File: config.mk
export PLATFORM = sky130hd
export DESIGN_NAME = uart_cmd_top
export DESIGN_NICKNAME = d
export VERILOG_FILES = /design/src/uart_cmd_pkg.sv /design/src/uart_line_pkg.sv /design/src/cmd_axil_slave.sv /design/src/cmd_fifo.sv /design/src/uart_cmd_engine.sv /design/src/uart_cmd_top.sv /design/src/uart_line_rx.sv /design/src/uart_line_tx.sv
export VERILOG_INCLUDE_DIRS = /design/src
export SDC_FILE = /design/constraint.sdc
export NUM_CORES = 1
export LEC_CHECK = 0
export BUFFER_PORTS_ARGS = -buffer_cell sky130_fd_sc_hd__buf_2
export CAP_MARGIN = 0
export CORE_UTILIZATION = 62
export DETAILED_ROUTE_END_ITERATION = 8
export PLACE_DENSITY = 0.84
export SLEW_MARGIN = 20
export SYNTH_ARGS = -nofsm -noshare
export SYNTH_HDL_FRONTEND = slang
export SYNTH_SLANG_ARGS = --single-unit
File: constraint.sdc
create_clock -name clk -period 8.5 [get_ports clk]
set_clock_uncertainty 0.1 [all_clocks]
set_input_delay 1.7 -clock clk [delete_from_list [all_inputs] [get_ports clk]]
set_output_delay 1.7 -clock clk [all_outputs]
set_load 0.05 [all_outputs]
File: src/uart_cmd_defs.svh
`ifndef UART_CMD_DEFS_SVH
`define UART_CMD_DEFS_SVH

// serial line timing in clock cycles
`define UART_BAUD_DIV    8     // clocks per bit
`define UART_GAP_CYCLES  16    // idle clocks after each transmitted command
`define UART_RX_TIMEOUT  400   // clocks from end of read header to reply start bit

`define UART_FIFO_DEPTH  4

// byte offsets of the host registers
`define UART_REG_CMD     4'h0
`define UART_REG_RSP     4'h4
`define UART_REG_STAT    4'h8

`endif

File: src/uart_cmd_pkg.sv
package uart_cmd_pkg;

  typedef enum logic {
    OP_READ  = 1'b0,
    OP_WRITE = 1'b1
  } cmd_op_e;

  // same layout as bits 15:0 of the AXI write data
  typedef struct packed {
    cmd_op_e    op;
    logic [6:0] addr;
    logic [7:0] wdata;
  } cmd_t;

  typedef enum logic [1:0] {
    RSP_OK         = 2'd0,
    RSP_PARITY_ERR = 2'd1,
    RSP_TIMEOUT    = 2'd2
  } rsp_status_e;

  typedef struct packed {
    rsp_status_e status;
    logic [7:0]  rdata;
  } rsp_t;

  typedef enum logic [1:0] {
    RESP_OKAY   = 2'b00,
    RESP_SLVERR = 2'b10
  } axil_resp_e;

endpackage

File: src/uart_line_pkg.sv
package uart_line_pkg;

  typedef enum logic [2:0] {
    S_IDLE,
    S_HEADER,
    S_DATA,
    S_WAIT_REPLY,
    S_RECEIVE,
    S_RESPOND,
    S_GAP
  } engine_state_e;

  // one reply frame as seen on rx
  typedef struct packed {
    logic [7:0] data;
    logic       parity_ok;
  } rx_byte_t;

endpackage

File: src/cmd_axil_slave.sv
`timescale 1ns/1ps
`include "uart_cmd_defs.svh"

module cmd_axil_slave (
  input  logic                     clk,
  input  logic                     rst_n,
  input  logic                     awvalid,
  input  logic [3:0]               awaddr,
  output logic                     awready,
  input  logic                     wvalid,
  input  logic [31:0]              wdata,
  input  logic [3:0]               wstrb,   // byte strobes are ignored, a command is a full word
  output logic                     wready,
  output logic                     bvalid,
  output uart_cmd_pkg::axil_resp_e bresp,
  input  logic                     bready,
  input  logic                     arvalid,
  input  logic [3:0]               araddr,
  output logic                     arready,
  output logic                     rvalid,
  output logic [31:0]              rdata,
  output uart_cmd_pkg::axil_resp_e rresp,
  input  logic                     rready,
  output logic                     cmd_valid,
  output uart_cmd_pkg::cmd_t       cmd,
  input  logic                     cmd_ready,
  input  logic                     rsp_valid,
  input  uart_cmd_pkg::rsp_t       rsp,
  output logic                     rsp_ready,
  input  logic                     busy
);
  import uart_cmd_pkg::*;

  logic wr_pair;
  logic wr_is_cmd;
  logic wr_accept;
  logic rd_accept;
  logic rsp_held;
  rsp_t rsp_q;

  // write channels ------------------------
  assign wr_pair   = awvalid && wvalid && !bvalid;   // AW and W are taken together
  assign wr_is_cmd = (awaddr == `UART_REG_CMD);
  assign wr_accept = wr_pair && (!wr_is_cmd || cmd_ready);
  assign awready   = wr_accept;
  assign wready    = wr_accept;
  assign cmd_valid = wr_pair && wr_is_cmd;
  assign cmd       = cmd_t'(wdata[15:0]);

  always_ff @(posedge clk or negedge rst_n)
  begin
    if (!rst_n)
    begin
      bvalid <= 1'b0;
      bresp  <= RESP_OKAY;
    end
    else if (wr_accept)
    begin
      bvalid <= 1'b1;
      bresp  <= wr_is_cmd ? RESP_OKAY : RESP_SLVERR;
    end
    else if (bready)
      bvalid <= 1'b0;
  end

  // read channels -------------------------
  assign rd_accept = arvalid && !rvalid;
  assign arready   = rd_accept;

  always_ff @(posedge clk or negedge rst_n)
  begin
    if (!rst_n)
    begin
      rvalid <= 1'b0;
      rdata  <= '0;
      rresp  <= RESP_OKAY;
    end
    else if (rd_accept)
    begin
      rvalid <= 1'b1;
      rresp  <= RESP_OKAY;
      case (araddr)
        `UART_REG_RSP:  rdata <= {22'd0, rsp_q};
        `UART_REG_STAT: rdata <= {30'd0, busy, rsp_held};
        default:
        begin
          rdata <= '0;
          rresp <= RESP_SLVERR;
        end
      endcase
    end
    else if (rready)
      rvalid <= 1'b0;
  end

  // one response is kept until the host reads it, and the engine waits meanwhile
  assign rsp_ready = !rsp_held;

  always_ff @(posedge clk or negedge rst_n)
  begin
    if (!rst_n)
      rsp_held <= 1'b0;
    else if (rsp_valid && rsp_ready)
      rsp_held <= 1'b1;
    else if (rd_accept && araddr == `UART_REG_RSP)
      rsp_held <= 1'b0;
  end

  always_ff @(posedge clk)
  begin
    if (rsp_valid && rsp_ready)
      rsp_q <= rsp;
  end

endmodule

File: src/cmd_fifo.sv
`timescale 1ns/1ps
`include "uart_cmd_defs.svh"

module cmd_fifo (
  input  logic               clk,
  input  logic               rst_n,
  input  logic               in_valid,
  output logic               in_ready,
  input  uart_cmd_pkg::cmd_t in_data,
  output logic               out_valid,
  input  logic               out_ready,
  output uart_cmd_pkg::cmd_t out_data
);
  import uart_cmd_pkg::*;

  localparam int DEPTH = `UART_FIFO_DEPTH;
  localparam int PTR_W = $clog2(DEPTH);
  localparam int CNT_W = $clog2(DEPTH + 1);
  localparam logic [PTR_W-1:0] LAST_PTR = PTR_W'(DEPTH - 1);

  cmd_t             mem [DEPTH];
  logic [PTR_W-1:0] wr_ptr;
  logic [PTR_W-1:0] rd_ptr;
  logic [CNT_W-1:0] count;
  logic             push;
  logic             pop;

  assign out_valid = (count != '0);
  assign in_ready  = (count != CNT_W'(DEPTH)) || out_ready;   // a pop frees the slot of a full buffer
  assign push      = in_valid && in_ready;
  assign pop       = out_valid && out_ready;
  assign out_data  = mem[rd_ptr];

  always_ff @(posedge clk)
  begin
    if (push)
      mem[wr_ptr] <= in_data;
  end

  always_ff @(posedge clk or negedge rst_n)
  begin
    if (!rst_n)
    begin
      wr_ptr <= '0;
      rd_ptr <= '0;
      count  <= '0;
    end
    else
    begin
      if (push)
        wr_ptr <= (wr_ptr == LAST_PTR) ? '0 : wr_ptr + 1'b1;
      if (pop)
        rd_ptr <= (rd_ptr == LAST_PTR) ? '0 : rd_ptr + 1'b1;
      if (push && !pop)
        count <= count + 1'b1;
      else if (pop && !push)
        count <= count - 1'b1;
    end
  end

endmodule

File: src/uart_cmd_engine.sv
`timescale 1ns/1ps
`include "uart_cmd_defs.svh"

module uart_cmd_engine (
  input  logic                    clk,
  input  logic                    rst_n,
  input  logic                    cmd_valid,
  output logic                    cmd_ready,
  input  uart_cmd_pkg::cmd_t      cmd,
  output logic                    rsp_valid,
  input  logic                    rsp_ready,
  output uart_cmd_pkg::rsp_t      rsp,
  output logic                    tx_start,
  output logic [7:0]              tx_byte,
  input  logic                    tx_ready,
  input  logic                    tx_done,
  input  logic                    rx_busy,
  input  logic                    rx_valid,
  input  uart_line_pkg::rx_byte_t rx_byte,
  output logic                    busy
);
  import uart_cmd_pkg::*;
  import uart_line_pkg::*;

  // one counter serves both the reply timeout and the gap
  localparam int CNT_MAX = (`UART_RX_TIMEOUT > `UART_GAP_CYCLES) ?
                           `UART_RX_TIMEOUT : `UART_GAP_CYCLES;
  localparam int CNT_W = $clog2(CNT_MAX);
  localparam logic [CNT_W-1:0] TIMEOUT_LAST = CNT_W'(`UART_RX_TIMEOUT - 1);
  localparam logic [CNT_W-1:0] GAP_LAST = CNT_W'(`UART_GAP_CYCLES - 1);

  engine_state_e    state;
  cmd_t             cmd_q;
  rsp_t             rsp_q;
  logic [CNT_W-1:0] cnt;
  logic             timeout_hit;
  logic             reply_hit;

  assign cmd_ready   = (state == S_IDLE);
  assign busy        = (state != S_IDLE);
  assign rsp_valid   = (state == S_RESPOND);
  assign rsp         = rsp_q;
  assign tx_start    = (state == S_HEADER || state == S_DATA) && tx_ready;
  assign tx_byte     = (state == S_DATA) ? cmd_q.wdata : {cmd_q.op, cmd_q.addr};
  assign timeout_hit = (state == S_WAIT_REPLY) && !rx_busy && (cnt == TIMEOUT_LAST);
  assign reply_hit   = (state == S_RECEIVE) && rx_valid;

  always_ff @(posedge clk or negedge rst_n)
  begin
    if (!rst_n)
    begin
      state <= S_IDLE;
      cnt   <= '0;
    end
    else
    begin
      cnt <= cnt + 1'b1;   // free running, cleared where a wait begins
      case (state)
        S_IDLE:       if (cmd_valid) state <= S_HEADER;
        S_HEADER:     if (tx_done) state <= (cmd_q.op == OP_WRITE) ? S_DATA : S_WAIT_REPLY;
        S_DATA:       if (tx_done) state <= S_GAP;
        S_WAIT_REPLY: if (rx_busy) state <= S_RECEIVE; else if (timeout_hit) state <= S_RESPOND;
        S_RECEIVE:    if (reply_hit) state <= S_RESPOND; else if (!rx_busy) state <= S_WAIT_REPLY;
        S_RESPOND:    if (rsp_ready) state <= S_GAP;
        S_GAP:        if (cnt == GAP_LAST) state <= S_IDLE;
        default:      state <= S_IDLE;
      endcase
      if (tx_done || (state == S_RESPOND && rsp_ready))
        cnt <= '0;
      else if (state == S_RECEIVE || (state == S_WAIT_REPLY && rx_busy))
        cnt <= cnt;   // a rejected start glitch resumes the timeout where it stood
    end
  end

  always_ff @(posedge clk)
  begin
    if (state == S_IDLE && cmd_valid)
      cmd_q <= cmd;
    if (timeout_hit)
    begin
      rsp_q.status <= RSP_TIMEOUT;
      rsp_q.rdata  <= '0;
    end
    else if (reply_hit)
    begin
      rsp_q.status <= rx_byte.parity_ok ? RSP_OK : RSP_PARITY_ERR;
      rsp_q.rdata  <= rx_byte.data;   // the byte is kept even on a parity error
    end
  end

endmodule

File: src/uart_cmd_top.sv
`timescale 1ns/1ps

module uart_cmd_top (
  input  logic                     clk,
  input  logic                     rst_n,
  input  logic                     awvalid,
  input  logic [3:0]               awaddr,
  output logic                     awready,
  input  logic                     wvalid,
  input  logic [31:0]              wdata,
  input  logic [3:0]               wstrb,
  output logic                     wready,
  output logic                     bvalid,
  output uart_cmd_pkg::axil_resp_e bresp,
  input  logic                     bready,
  input  logic                     arvalid,
  input  logic [3:0]               araddr,
  output logic                     arready,
  output logic                     rvalid,
  output logic [31:0]              rdata,
  output uart_cmd_pkg::axil_resp_e rresp,
  input  logic                     rready,
  input  logic                     rx,
  output logic                     tx
);
  import uart_cmd_pkg::*;
  import uart_line_pkg::*;

  cmd_t       in_cmd;
  logic       in_cmd_valid;
  logic       in_cmd_ready;
  cmd_t       q_cmd;
  logic       q_cmd_valid;
  logic       q_cmd_ready;
  rsp_t       rsp;
  logic       rsp_valid;
  logic       rsp_ready;
  logic       eng_busy;
  logic       any_busy;
  logic       tx_start;
  logic [7:0] tx_byte;
  logic       tx_ready;
  logic       tx_done;
  logic       rx_busy;
  logic       rx_valid;
  rx_byte_t   rx_byte;

  // queued commands count as busy for the status register
  assign any_busy = eng_busy || q_cmd_valid;

  cmd_axil_slave i_slave (
    .clk       (clk),
    .rst_n     (rst_n),
    .awvalid   (awvalid),
    .awaddr    (awaddr),
    .awready   (awready),
    .wvalid    (wvalid),
    .wdata     (wdata),
    .wstrb     (wstrb),
    .wready    (wready),
    .bvalid    (bvalid),
    .bresp     (bresp),
    .bready    (bready),
    .arvalid   (arvalid),
    .araddr    (araddr),
    .arready   (arready),
    .rvalid    (rvalid),
    .rdata     (rdata),
    .rresp     (rresp),
    .rready    (rready),
    .cmd_valid (in_cmd_valid),
    .cmd       (in_cmd),
    .cmd_ready (in_cmd_ready),
    .rsp_valid (rsp_valid),
    .rsp       (rsp),
    .rsp_ready (rsp_ready),
    .busy      (any_busy)
  );

  cmd_fifo i_fifo (
    .clk       (clk),
    .rst_n     (rst_n),
    .in_valid  (in_cmd_valid),
    .in_ready  (in_cmd_ready),
    .in_data   (in_cmd),
    .out_valid (q_cmd_valid),
    .out_ready (q_cmd_ready),
    .out_data  (q_cmd)
  );

  uart_cmd_engine i_engine (
    .clk       (clk),
    .rst_n     (rst_n),
    .cmd_valid (q_cmd_valid),
    .cmd_ready (q_cmd_ready),
    .cmd       (q_cmd),
    .rsp_valid (rsp_valid),
    .rsp_ready (rsp_ready),
    .rsp       (rsp),
    .tx_start  (tx_start),
    .tx_byte   (tx_byte),
    .tx_ready  (tx_ready),
    .tx_done   (tx_done),
    .rx_busy   (rx_busy),
    .rx_valid  (rx_valid),
    .rx_byte   (rx_byte),
    .busy      (eng_busy)
  );

  uart_line_tx i_tx (
    .clk   (clk),
    .rst_n (rst_n),
    .start (tx_start),
    .data  (tx_byte),
    .ready (tx_ready),
    .done  (tx_done),
    .tx    (tx)
  );

  uart_line_rx i_rx (
    .clk      (clk),
    .rst_n    (rst_n),
    .rx       (rx),
    .busy     (rx_busy),
    .valid    (rx_valid),
    .byte_out (rx_byte)
  );

endmodule

File: src/uart_line_rx.sv
`timescale 1ns/1ps
`include "uart_cmd_defs.svh"

module uart_line_rx (
  input  logic                    clk,
  input  logic                    rst_n,
  input  logic                    rx,
  output logic                    busy,
  output logic                    valid,
  output uart_line_pkg::rx_byte_t byte_out
);
  localparam int BAUD_W = $clog2(`UART_BAUD_DIV);
  localparam logic [BAUD_W-1:0] BAUD_LAST = BAUD_W'(`UART_BAUD_DIV - 1);
  localparam logic [BAUD_W-1:0] BAUD_MID = BAUD_W'(`UART_BAUD_DIV / 2);

  logic              rx_meta;
  logic              rx_sync;
  logic              rx_prev;
  logic              fall;
  logic              mid;
  logic [BAUD_W-1:0] baud_cnt;
  logic [3:0]        bit_idx;
  logic [7:0]        shreg;
  logic              parity_ok;

  assign fall = rx_prev && !rx_sync;
  assign mid  = busy && (baud_cnt == BAUD_MID);

  always_ff @(posedge clk or negedge rst_n)
  begin
    if (!rst_n)
    begin
      rx_meta <= 1'b1;
      rx_sync <= 1'b1;
      rx_prev <= 1'b1;
    end
    else
    begin
      rx_meta <= rx;
      rx_sync <= rx_meta;
      rx_prev <= rx_sync;
    end
  end

  // ----------------------------------------
  always_ff @(posedge clk or negedge rst_n)
  begin
    if (!rst_n)
    begin
      busy     <= 1'b0;
      valid    <= 1'b0;
      baud_cnt <= '0;
      bit_idx  <= '0;
    end
    else
    begin
      valid <= 1'b0;
      if (!busy)
      begin
        busy     <= fall;
        baud_cnt <= '0;
        bit_idx  <= '0;
      end
      else
      begin
        baud_cnt <= (baud_cnt == BAUD_LAST) ? '0 : baud_cnt + 1'b1;
        if (baud_cnt == BAUD_LAST)
          bit_idx <= bit_idx + 1'b1;
        if (mid && bit_idx == 4'd0 && rx_sync)
          busy <= 1'b0;   // start bit gone by mid-bit so it was a glitch
        if (mid && bit_idx == 4'd10)
        begin
          busy  <= 1'b0;
          valid <= 1'b1;
        end
      end
    end
  end

  always_ff @(posedge clk)
  begin
    if (mid && bit_idx >= 4'd1 && bit_idx <= 4'd8)
      shreg <= {rx_sync, shreg[7:1]};   // LSB arrives first
    if (mid && bit_idx == 4'd9)
      parity_ok <= ^{shreg, rx_sync};
    if (mid && bit_idx == 4'd10)
    begin
      byte_out.data      <= shreg;
      byte_out.parity_ok <= parity_ok;
    end
  end

endmodule

File: src/uart_line_tx.sv
`timescale 1ns/1ps
`include "uart_cmd_defs.svh"

module uart_line_tx (
  input  logic       clk,
  input  logic       rst_n,
  input  logic       start,
  input  logic [7:0] data,
  output logic       ready,
  output logic       done,
  output logic       tx
);
  localparam int BAUD_W = $clog2(`UART_BAUD_DIV);
  localparam logic [BAUD_W-1:0] BAUD_LAST = BAUD_W'(`UART_BAUD_DIV - 1);

  logic              active;
  logic [BAUD_W-1:0] baud_cnt;
  logic [3:0]        bit_idx;   // 0 start, 1 to 8 data, 9 parity, 10 stop
  logic [9:0]        shreg;     // bits that follow the start bit
  logic              bit_end;

  assign ready   = !active;
  assign bit_end = active && (baud_cnt == BAUD_LAST);
  assign done    = bit_end && (bit_idx == 4'd10);

  always_ff @(posedge clk or negedge rst_n)
  begin
    if (!rst_n)
    begin
      active   <= 1'b0;
      baud_cnt <= '0;
      bit_idx  <= '0;
      tx       <= 1'b1;
    end
    else if (start && ready)
    begin
      active   <= 1'b1;
      baud_cnt <= '0;
      bit_idx  <= '0;
      tx       <= 1'b0;
    end
    else if (bit_end)
    begin
      baud_cnt <= '0;
      if (bit_idx == 4'd10)
        active <= 1'b0;   // line stays at the stop level
      else
      begin
        tx      <= shreg[0];
        bit_idx <= bit_idx + 1'b1;
      end
    end
    else if (active)
      baud_cnt <= baud_cnt + 1'b1;
  end

  // odd parity makes the nine bits hold an odd number of ones
  always_ff @(posedge clk)
  begin
    if (start && ready)
      shreg <= {1'b1, ~^data, data};
    else if (bit_end)
      shreg <= {1'b0, shreg[9:1]};
  end

endmodule
After elaboration in Yosys (flattened, before gate mapping). Memory sizes are Yosys's and may differ from the RTL's. A register that Yosys moved wholly into a read port is not among the register bits. Cells that the tools add are included.

Eq/ne operators: 29. Muxes and demuxes: 53. Add/subtract/negate cells: 9. Reduce and logical (&&, ||, !) cells: 60. Magnitude comparators: 2.

Operators by type and width (number): $mux W3 (16); $mux W9 (4); $logic_and A1 B1 Y1 (27); $mux W1 (21); $pmux W3 S7 (1); $mux W4 (5); $pmux W10 S2 (1); $eq A3 B3 Y1 const B (6); $eq A4 B4 Y1 const B (4); $reduce_bool A2 Y1 (6); $ne A2 B1 Y1 const B (5); $add A3 B1 Y3 const B (3); $add A9 B1 Y9 const B (1); $eq A9 B4 Y1 const B (1); $eq A9 B9 Y1 const B (1); $logic_not A1 Y1 (9); $reduce_bool A3 Y1 (3); $reduce_xor A9 Y1 (1); $add A4 B1 Y4 const B (2); $logic_not A4 Y1 (2); $mux W2 (4); $mux W8 (1); $reduce_xnor A8 Y1 (1); $reduce_and A7 Y1 (1); 15 further kinds (27).

Bits of input ports: 52. Memories: 1. Logic and storage cells: 186. Memory bits (writable): 64. Output and inout port bits: 42. Register bits after elaboration: 127.

Memories: i_fifo.mem (words 4, bits a word 16, read ports 1, clocked after memory_dff 1, wr ports 1, RTL line cmd_fifo.sv:21) `cmd_t mem [DEPTH];`.

Logic depth before layout (Yosys ltp). Gate-level depths: netlist of the first run.

Depth in word-level cells: 8. Gate-level depth with buffers: 11. Gate-level depth less buffers: 10.

Cells and area by module. From an unflattened synthesis of the first run, not the netlist that was laid out.

Cells, all modules: 548. Area, all modules: 7873.8 um^2.

Modules (own cells, without submodules): cmd_fifo (times used 1, seq. area each 2097.0 um^2, cells an instance 123, area each 2742.6 um^2); uart_cmd_engine (times used 1, seq. area each 980.9 um^2, cells an instance 154, area each 1724.2 um^2); cmd_axil_slave (times used 1, seq. area each 675.6 um^2, cells an instance 106, area each 1263.7 um^2); uart_line_rx (times used 1, seq. area each 844.6 um^2, cells an instance 74, area each 1196.1 um^2); uart_line_tx (times used 1, seq. area each 516.7 um^2, cells an instance 90, area each 940.9 um^2); uart_cmd_top (times used 1, seq. area each 0.0 um^2, cells an instance 1, area each 6.3 um^2).

Least setup slack after synthesis of the first run. OpenSTA, ideal clock, no wires.

Path kind: input-to-output. From: in awaddr[1]. To: out wready. Arrival time: 2956 ps. Data required time: 6700 ps. Slack: 3744 ps. Stages on the path: 3. Path through: or4_1 -> o21a_1 -> buf_4.

Longest elaborated chain between the ends: 4.

Ends and longest elaborated chain: from (decl) (RTL line uart_cmd_top.sv:7) `input logic [3:0] awaddr,`; $logic_not A4 Y1 (no source line); $logic_not A1 Y1 (RTL line cmd_axil_slave.sv:44) `assign wr_accept = wr_pair && (!wr_is_cmd || cmd_ready);`; $logic_or A1 B1 Y1 (RTL line cmd_axil_slave.sv:44); $logic_and A1 B1 Y1 (RTL line cmd_axil_slave.sv:44); to (decl) (RTL line uart_cmd_top.sv:12) `output logic wready,`.

Every way passes these cells.

Worst setup path in the final report of the first run. Ends and elaborated chain as after synthesis.

==> results of run 1 <==
[layer usage]
metal  vias up  global-route usage  part of all wire
li1       1996                   -                 -
met2       130               0.367              0.50
met3        22              0.0686             0.052
met5         -                   0                 0
met4         0              0.0947             0.017
met1      2054               0.263              0.43
[state kept, by name, indices dropped and copies added (netlist names), 8 cells and up]
register        cells
i_rx.shreg          8
i_engine.cnt        9
i_slave.rsp_q      10
i_engine.cmd_q     16
i_engine.rsp       10
i_fifo.mem         64
i_rx.byte_out       9
i_slave.rdata      10
i_tx.shreg         10
[metrics by stage]
step	cells	hold WS (ns)	power [mW]	cell area (um2)	setup WS, ns
after floorplan	556	0.245	1.18	7750	3.74
after global placement	713	0.246	1.20	7950	3.80
after detailed placement	713	0.247	1.22	7950	3.81
after CTS	745	0.254	2.01	8570	3.81
after global routing	745	0.255	2.07	8590	3.77
final	745	0.252	2.00	8590	3.83
[report_power, final]
group          switching [mW]  internal [mW]  leakage, nW  total (mW)
Clock                   0.388          0.404        0.299       0.792
Sequential             0.0425          0.985         1.85        1.03
Combinational           0.112         0.0669         1.18       0.179
[area by class of cell]
type | instances | area [um2] | share of cell area
repair buffers | 53 | 275 | 0.0321
well taps | 147 | 184 | 0.0214
inverters | 19 | 71.3 | 0.00830
flip-flops and latches | 183 | 5120 | 0.596
clock buffers | 17 | 425 | 0.0495
clock inverters | 15 | 191 | 0.0223
multi-input cells | 311 | 2320 | 0.271
[cells by family after synthesis]
kind of cell,synth area share
compound gates,0.0558
xor+xnor,0.0434
fa+ha+maj,0.0320
buf+inv,0.0434
flops,0.667
mux,0.0678
other cells,0.000489
simple gates,0.0896
[how the worst min path moves through the flow]
stage                             from           end  slack (ns)
final                     i_rx.rx_meta  i_rx.rx_sync        0.25
after global placement    i_rx.rx_meta  i_rx.rx_sync        0.25
after detailed placement  i_rx.rx_meta  i_rx.rx_sync        0.25
after floorplan           i_rx.rx_meta  i_rx.rx_sync        0.25
after global routing      i_rx.rx_meta  i_rx.rx_sync        0.26
after CTS                 i_rx.rx_meta  i_rx.rx_sync        0.25
[synthesized netlist by cell type, types with 2 or more instances]
master / instances
buf_4: 25
or2_2: 2
a211o_1: 2
inv_1: 19
mux2_2: 3
ha_1: 18
a22o_1: 9
and4b_1: 3
and2_1: 9
dfrtp_1: 51
mux2i_1: 11
xnor2_1: 30
nor2_1: 36
nor3_1: 7
edfxtp_1: 117
a21oi_1: 24
dfxtp_1: 11
o21a_1: 2
xor2_1: 8
and3_1: 2
nor2b_1: 5
nand4_1: 3
clkbuf_1: 13
nand2b_1: 2
o41ai_1: 2
dfstp_2: 4
o21ai_0: 10
mux4_2: 16
buf_2: 5
nand3_1: 6
and3b_1: 2
nor3b_1: 5
a211oi_1: 2
nand2_1: 39
or3_1: 4
a21o_1: 3
==> results.tsv, run 1 <==
stage	metric	value	unit
routing	drt-pass1-iter-count	5	
synthesis	synth_cell_types	59	
setup_path	crit_buf_inv	2	
routing	drc	0	
cells_and_area	layout_commonest_cell	edfxtp_1	
clock_network	cts_buffer_depth	2	
clock_network	cts_resized	0	
cells_and_area	final_cell_mix	edfxtp_1 (117), dfrtp_1 (50), buf_2 (49)	
synthesis	syn_inst	533	
setup_path	cpPeakStageDelay	0.59	ns
sta	hold_violations	0	
job	maxCapViolCount	0	
synthesis	synth_edf_count	117	
worst_hold_path	min_path_type	flop to flop	
die	core_area	12000	um2
cells_and_area	area_growth	12.1	%
synthesis	synth_warnings	0	
die	pin_count	94	
power	power.leakage	3.33	nW
sta	fin_tns_setup	0	ns
setup_path	crit_path_frequent_cell	buf_2	
setup_path	r2r_end	i_fifo.count[2]	
setup_path	regToRegSetupSlack	5.60	ns
grt	gr-total-overflow	0	
setup_path	crit_end	wready	
synthesis	synth_area_per_cell	14.4	um2
placed_design	hpwl	8.17	mm
clock_network	cts.htree.levels	4	
die	die_area	12800	um2
cells_and_area	n_fill_cell	734	
clock_network	cts_buffers	17	
grt	grt_pass1_wl	20.8	mm
setup_path	crit_arrival	2.87	ns
clock_network	cts_tree	yes	
power	vdd_ir_drop_max	0.000228	V
sta	rsz0062_at_grt	no	
sta	worst_pin_slew	0.848	ns
clock_network	clockRootBuffer	clkbuf_16	
cells_and_area	final_util	0.715	
setup_path	required	6.70	ns
placed_design	io_buffers	49	
setup_path	path_max_fanout	3	
status	status	finished clean	
setup_path	crit_slowest_cell	or4_1	
grt	grt_use_total	0.219	
clock_network	clk_latency	0.44	ns
die	fp-row-count	40	
setup_path	reg2reg_from	i_engine.state[0]	
grt	grt_max_degree	56	
cells_and_area	num_antenna_cells	0	
power	power_density	233	nW/um2
synthesis	yosys.area.top_type	edfxtp_1	
routing	ant_nets	0	
clock_network	clkSlewWorstSetupHoldPaths	0.07	ns
setup_path	crit_family	simple AND/OR/NAND/NOR gates	
routing	drt-total-wl	12.5	mm
synthesis	ys.flop_type	edfxtp_1	
synthesis	synth-async-reset-ratio	0.301	
routing	vias	4202	
setup_path	worstSetupPathType	primary input to output port	
grt	antenna_found_initial	0	
sta	min_period	4.67	ns
clock_network	clock_sinks	183	
sta	slew_headroom	0.430	
worst_hold_path	hold_depth	0	
cells_and_area	drive_above_1_share	0.202	
setup_path	startpoint	awaddr[1]	
cells_and_area	final_nets	656	
synthesis	ys_seq_area_frac	0.667	
sta	slew_viol_final	0	
synthesis	synthDominantCellAreaShare	0.458	
sta	fin_crit_sh	0.550	
routing	wl_per_cell	16.8	um
die	die_y	113	um
grt	grt_pass1_vias	4293	
synthesis	ys_ff_latch	183	
synthesis	synth_area	7660	um2
placed_design	globalplace.congestion	0.792	
clock_network	cts.hold.buffers_added	0	
clock_network	cts_setup_buffers	0	
sta	setup_violations	0	
setup_path	cp.depth	4	
setup_path	crit_chain	buf_2 > or4_1 > o21a_1 > buf_2	
setup_path	r2r_cells	10	
setup_path	startpoint_type	primary input	
die	die_width	113	um
die	start_util	0.638	
routing	drt_iter0_drc	351	
synthesis	synthTopCellsByArea	edfxtp_1 (46%), dfrtp_1 (17%), mux4_2 (4.7%)	
setup_path	worstSetupEndpointType	output port	
routing	avgViaCountPerCell	5.64	
sta	max_freq	0.214	GHz
Note: power is estimated with default switching activity, not from simulation.
==> run 2: changes to the inputs <==
--- a/config.mk
+++ b/config.mk
@@ -8,9 +8,9 @@
 export LEC_CHECK = 0
 export BUFFER_PORTS_ARGS = -buffer_cell sky130_fd_sc_hd__buf_2
 export CAP_MARGIN = 0
-export CORE_UTILIZATION = 62
+export CORE_UTILIZATION = 52
 export DETAILED_ROUTE_END_ITERATION = 8
-export PLACE_DENSITY = 0.84
+export PLACE_DENSITY = 0.75
 export SLEW_MARGIN = 20
 export SYNTH_ARGS = -nofsm -noshare
 export SYNTH_HDL_FRONTEND = slang
==> constraint.sdc (replaced) <==
create_clock -name clk -period 4.2 [get_ports clk]
set_clock_uncertainty 0.1 [all_clocks]
set_input_delay 0.84 -clock clk [delete_from_list [all_inputs] [get_ports clk]]
set_output_delay 0.84 -clock clk [all_outputs]
set_load 0.05 [all_outputs]
==> results.tsv, run 2 (synthesis gave the netlist of run 1 again) <==
stage	metric	value	unit	change
die	pin_count	94		unchanged
die	core_area	14500	um2	+21%
setup_path	r2r_cells	10		unchanged
routing	drc	0		unchanged
sta	worst_pin_slew	1.07	ns	+0.225 ns
routing	wl_per_cell	15.5	um	-7.9%
die	die_y	123	um	+9.0%
cells_and_area	drive_above_1_share	0.201		-0.00167
setup_path	required	3.26	ns	-3.44 ns
job	maxCapViolCount	0		unchanged
cells_and_area	final_util	0.596		-0.119
setup_path	startpoint_type	flop		
placed_design	io_buffers	49		unchanged
power	power_density	467	nW/um2	+100%
cells_and_area	layout_commonest_cell	edfxtp_1		
setup_path	crit_buf_inv	1		-1
placed_design	placed_cells_incl_taps	750		+5.2%
setup_path	crit_arrival	2.06	ns	-0.81 ns
routing	drt-total-wl	12.1	mm	-3.3%
grt	grt_max_degree	44		-21%
sta	rsz0062_at_grt	no		
grt	antenna_found_initial	0		unchanged
die	die_width	123	um	+9.0%
sta	setup_violations	0		unchanged
sta	min_period	3.00	ns	
die	start_util	0.529		-0.109
cells_and_area	final_nets	656		unchanged
cells_and_area	final_cell_mix	edfxtp_1 (117), dfrtp_1 (50), buf_2 (49)		
clock_network	cts.htree.levels	4		unchanged
setup_path	crit_slowest_cell	dfrtp_1		
clock_network	cts_buffer_depth	2		unchanged
cells_and_area	top_register	i_fifo.mem		
worst_hold_path	min_path_type	flop to flop		
grt	grt_pass1_wl	20.1	mm	-3.5%
worst_hold_path	min_to	i_rx.rx_sync		
routing	drt_iter0_drc	248		-29%
sta	slew_viol_final	0		unchanged
setup_path	crit_family	simple AND/OR/NAND/NOR gates		
grt	gr-total-overflow	0		unchanged
clock_network	cts_tree	yes		
placed_design	globalplace.congestion	0.819		+3.3%
setup_path	path_max_fanout	19		+16
clock_network	clkSlewWorstSetupHoldPaths	0.07	ns	about the same
clock_network	clockRootBuffer	clkbuf_16		
worst_hold_path	hold_path_startpoint	i_rx.rx_meta		
routing	avgViaCountPerCell	5.31		-5.9%
clock_network	cts_buffers	17		unchanged
die	die_area	15200	um2	+19%
status	status	finished clean		
setup_path	crit_chain	or3_1 > nand3_1 > o21a_1 > buf_2		
setup_path	reg2reg_from	i_engine.state[0]		
setup_path	cpPeakStageDelay	0.57	ns	-0.02 ns
grt	grt_use_total	0.176		-0.0434
sta	max_freq	0.333	GHz	
power	power	4.03	mW	+100%
setup_path	worstSetupEndpointType	output port		
sta	fin_crit_sh	0.715		
clock_network	clk_latency	0.43	ns	about the same
clock_network	clock_sinks	183		unchanged
power	power.leakage	3.33	nW	about the same
grt	grt_pass1_vias	4123		-4.0%
setup_path	r2r_end	i_fifo.count[2]		
routing	drt-pass1-iter-count	4		-1
cells_and_area	largest_reg_flops	64		unchanged
sta	slew_headroom	0.283		-0.147
clock_network	cts_resized	0		unchanged
sta	hold_violations	0		unchanged
placed_design	hpwl	8.00	mm	-2.2%
routing	ant_nets	0		unchanged
die	fp-row-count	44		+10%
power	vdd_ir_drop_max	0.000377	V	+65%
worst_hold_path	hold_depth	0		unchanged
cells_and_area	num_antenna_cells	0		unchanged
cells_and_area	stdcell_count	782		+5.0%
routing	vias	4152		-1.2%
clock_network	cts_setup_buffers	0		unchanged
clock_network	cts.hold.buffers_added	0		unchanged
sta	fin_tns_setup	0	ns	unchanged
cells_and_area	area_growth	12.5	%	
cells_and_area	reg.largest.list	i_fifo.mem (64), i_engine.cmd_q (16)		
setup_path	worstSetupPathType	flop to output port		
setup_path	regToRegSetupSlack	1.38	ns	-4.22 ns
sta	hold_ws	0.256	ns	+0.00313 ns
==> run 2: stage by stage <==
| step | setup slack [ns] | instance area, um2 |
|---|---|---|
| floorplan | 1.16 | 7750 |
| global placement | 1.17 | 8000 |
| detailed placement | 1.10 | 8000 |
| CTS | 1.18 | 8610 |
| global route | 1.05 | 8620 |
| finish | 1.20 | 8620 |
==> run 2: cell type report <==
class,count,area (um2)
clock buffer,17,425
clock inverter,15,184
fill,1091,5850
inverter,19,71.3
multi-input combinational,311,2320
sequential,183,5120
tap,184,230
timing repair buffer,53,275
==> run 2: worst register-to-register path: cells and delay by family (launching register included) <==
family	cells	cell delay (ns)
buf+inv	1	0.06
fa+ha+maj	2	0.61
xor+xnor	2	0.32
simple gates	5	1.09
flops	1	0.57
==> run 2: worst max-delay path by stage <==
stage	startpoint	end	slack, ns	cells after the start
global route	i_engine.state[0]	wready	1.05	4
global placement	awaddr[1]	i_fifo.count[2]	1.17	9
CTS	i_engine.state[0]	awready	1.18	4
finish	i_engine.state[0]	wready	1.20	4
floorplan	awaddr[1]	wready	1.16	3
detailed placement	awaddr[1]	i_fifo.count[2]	1.10	9
==> run 2: per-layer routing <==
layer | GRT usage | up-vias | share of wire | routed length, um
met5 | 0 | - | 0 | 0
li1 | - | 1987 | - | -
met1 | 0.225 | 2047 | 0.46 | 5560
met4 | 0.0723 | 0 | 0.016 | 195
met3 | 0.0397 | 17 | 0.035 | 419
met2 | 0.289 | 101 | 0.49 | 5910
==> run 2: power by group <==
part | internal, mW | switching [mW]
clock network | 0.858 | 0.741
logic | 0.134 | 0.219
registers | 1.99 | 0.0822
total | 2.99 | 1.04
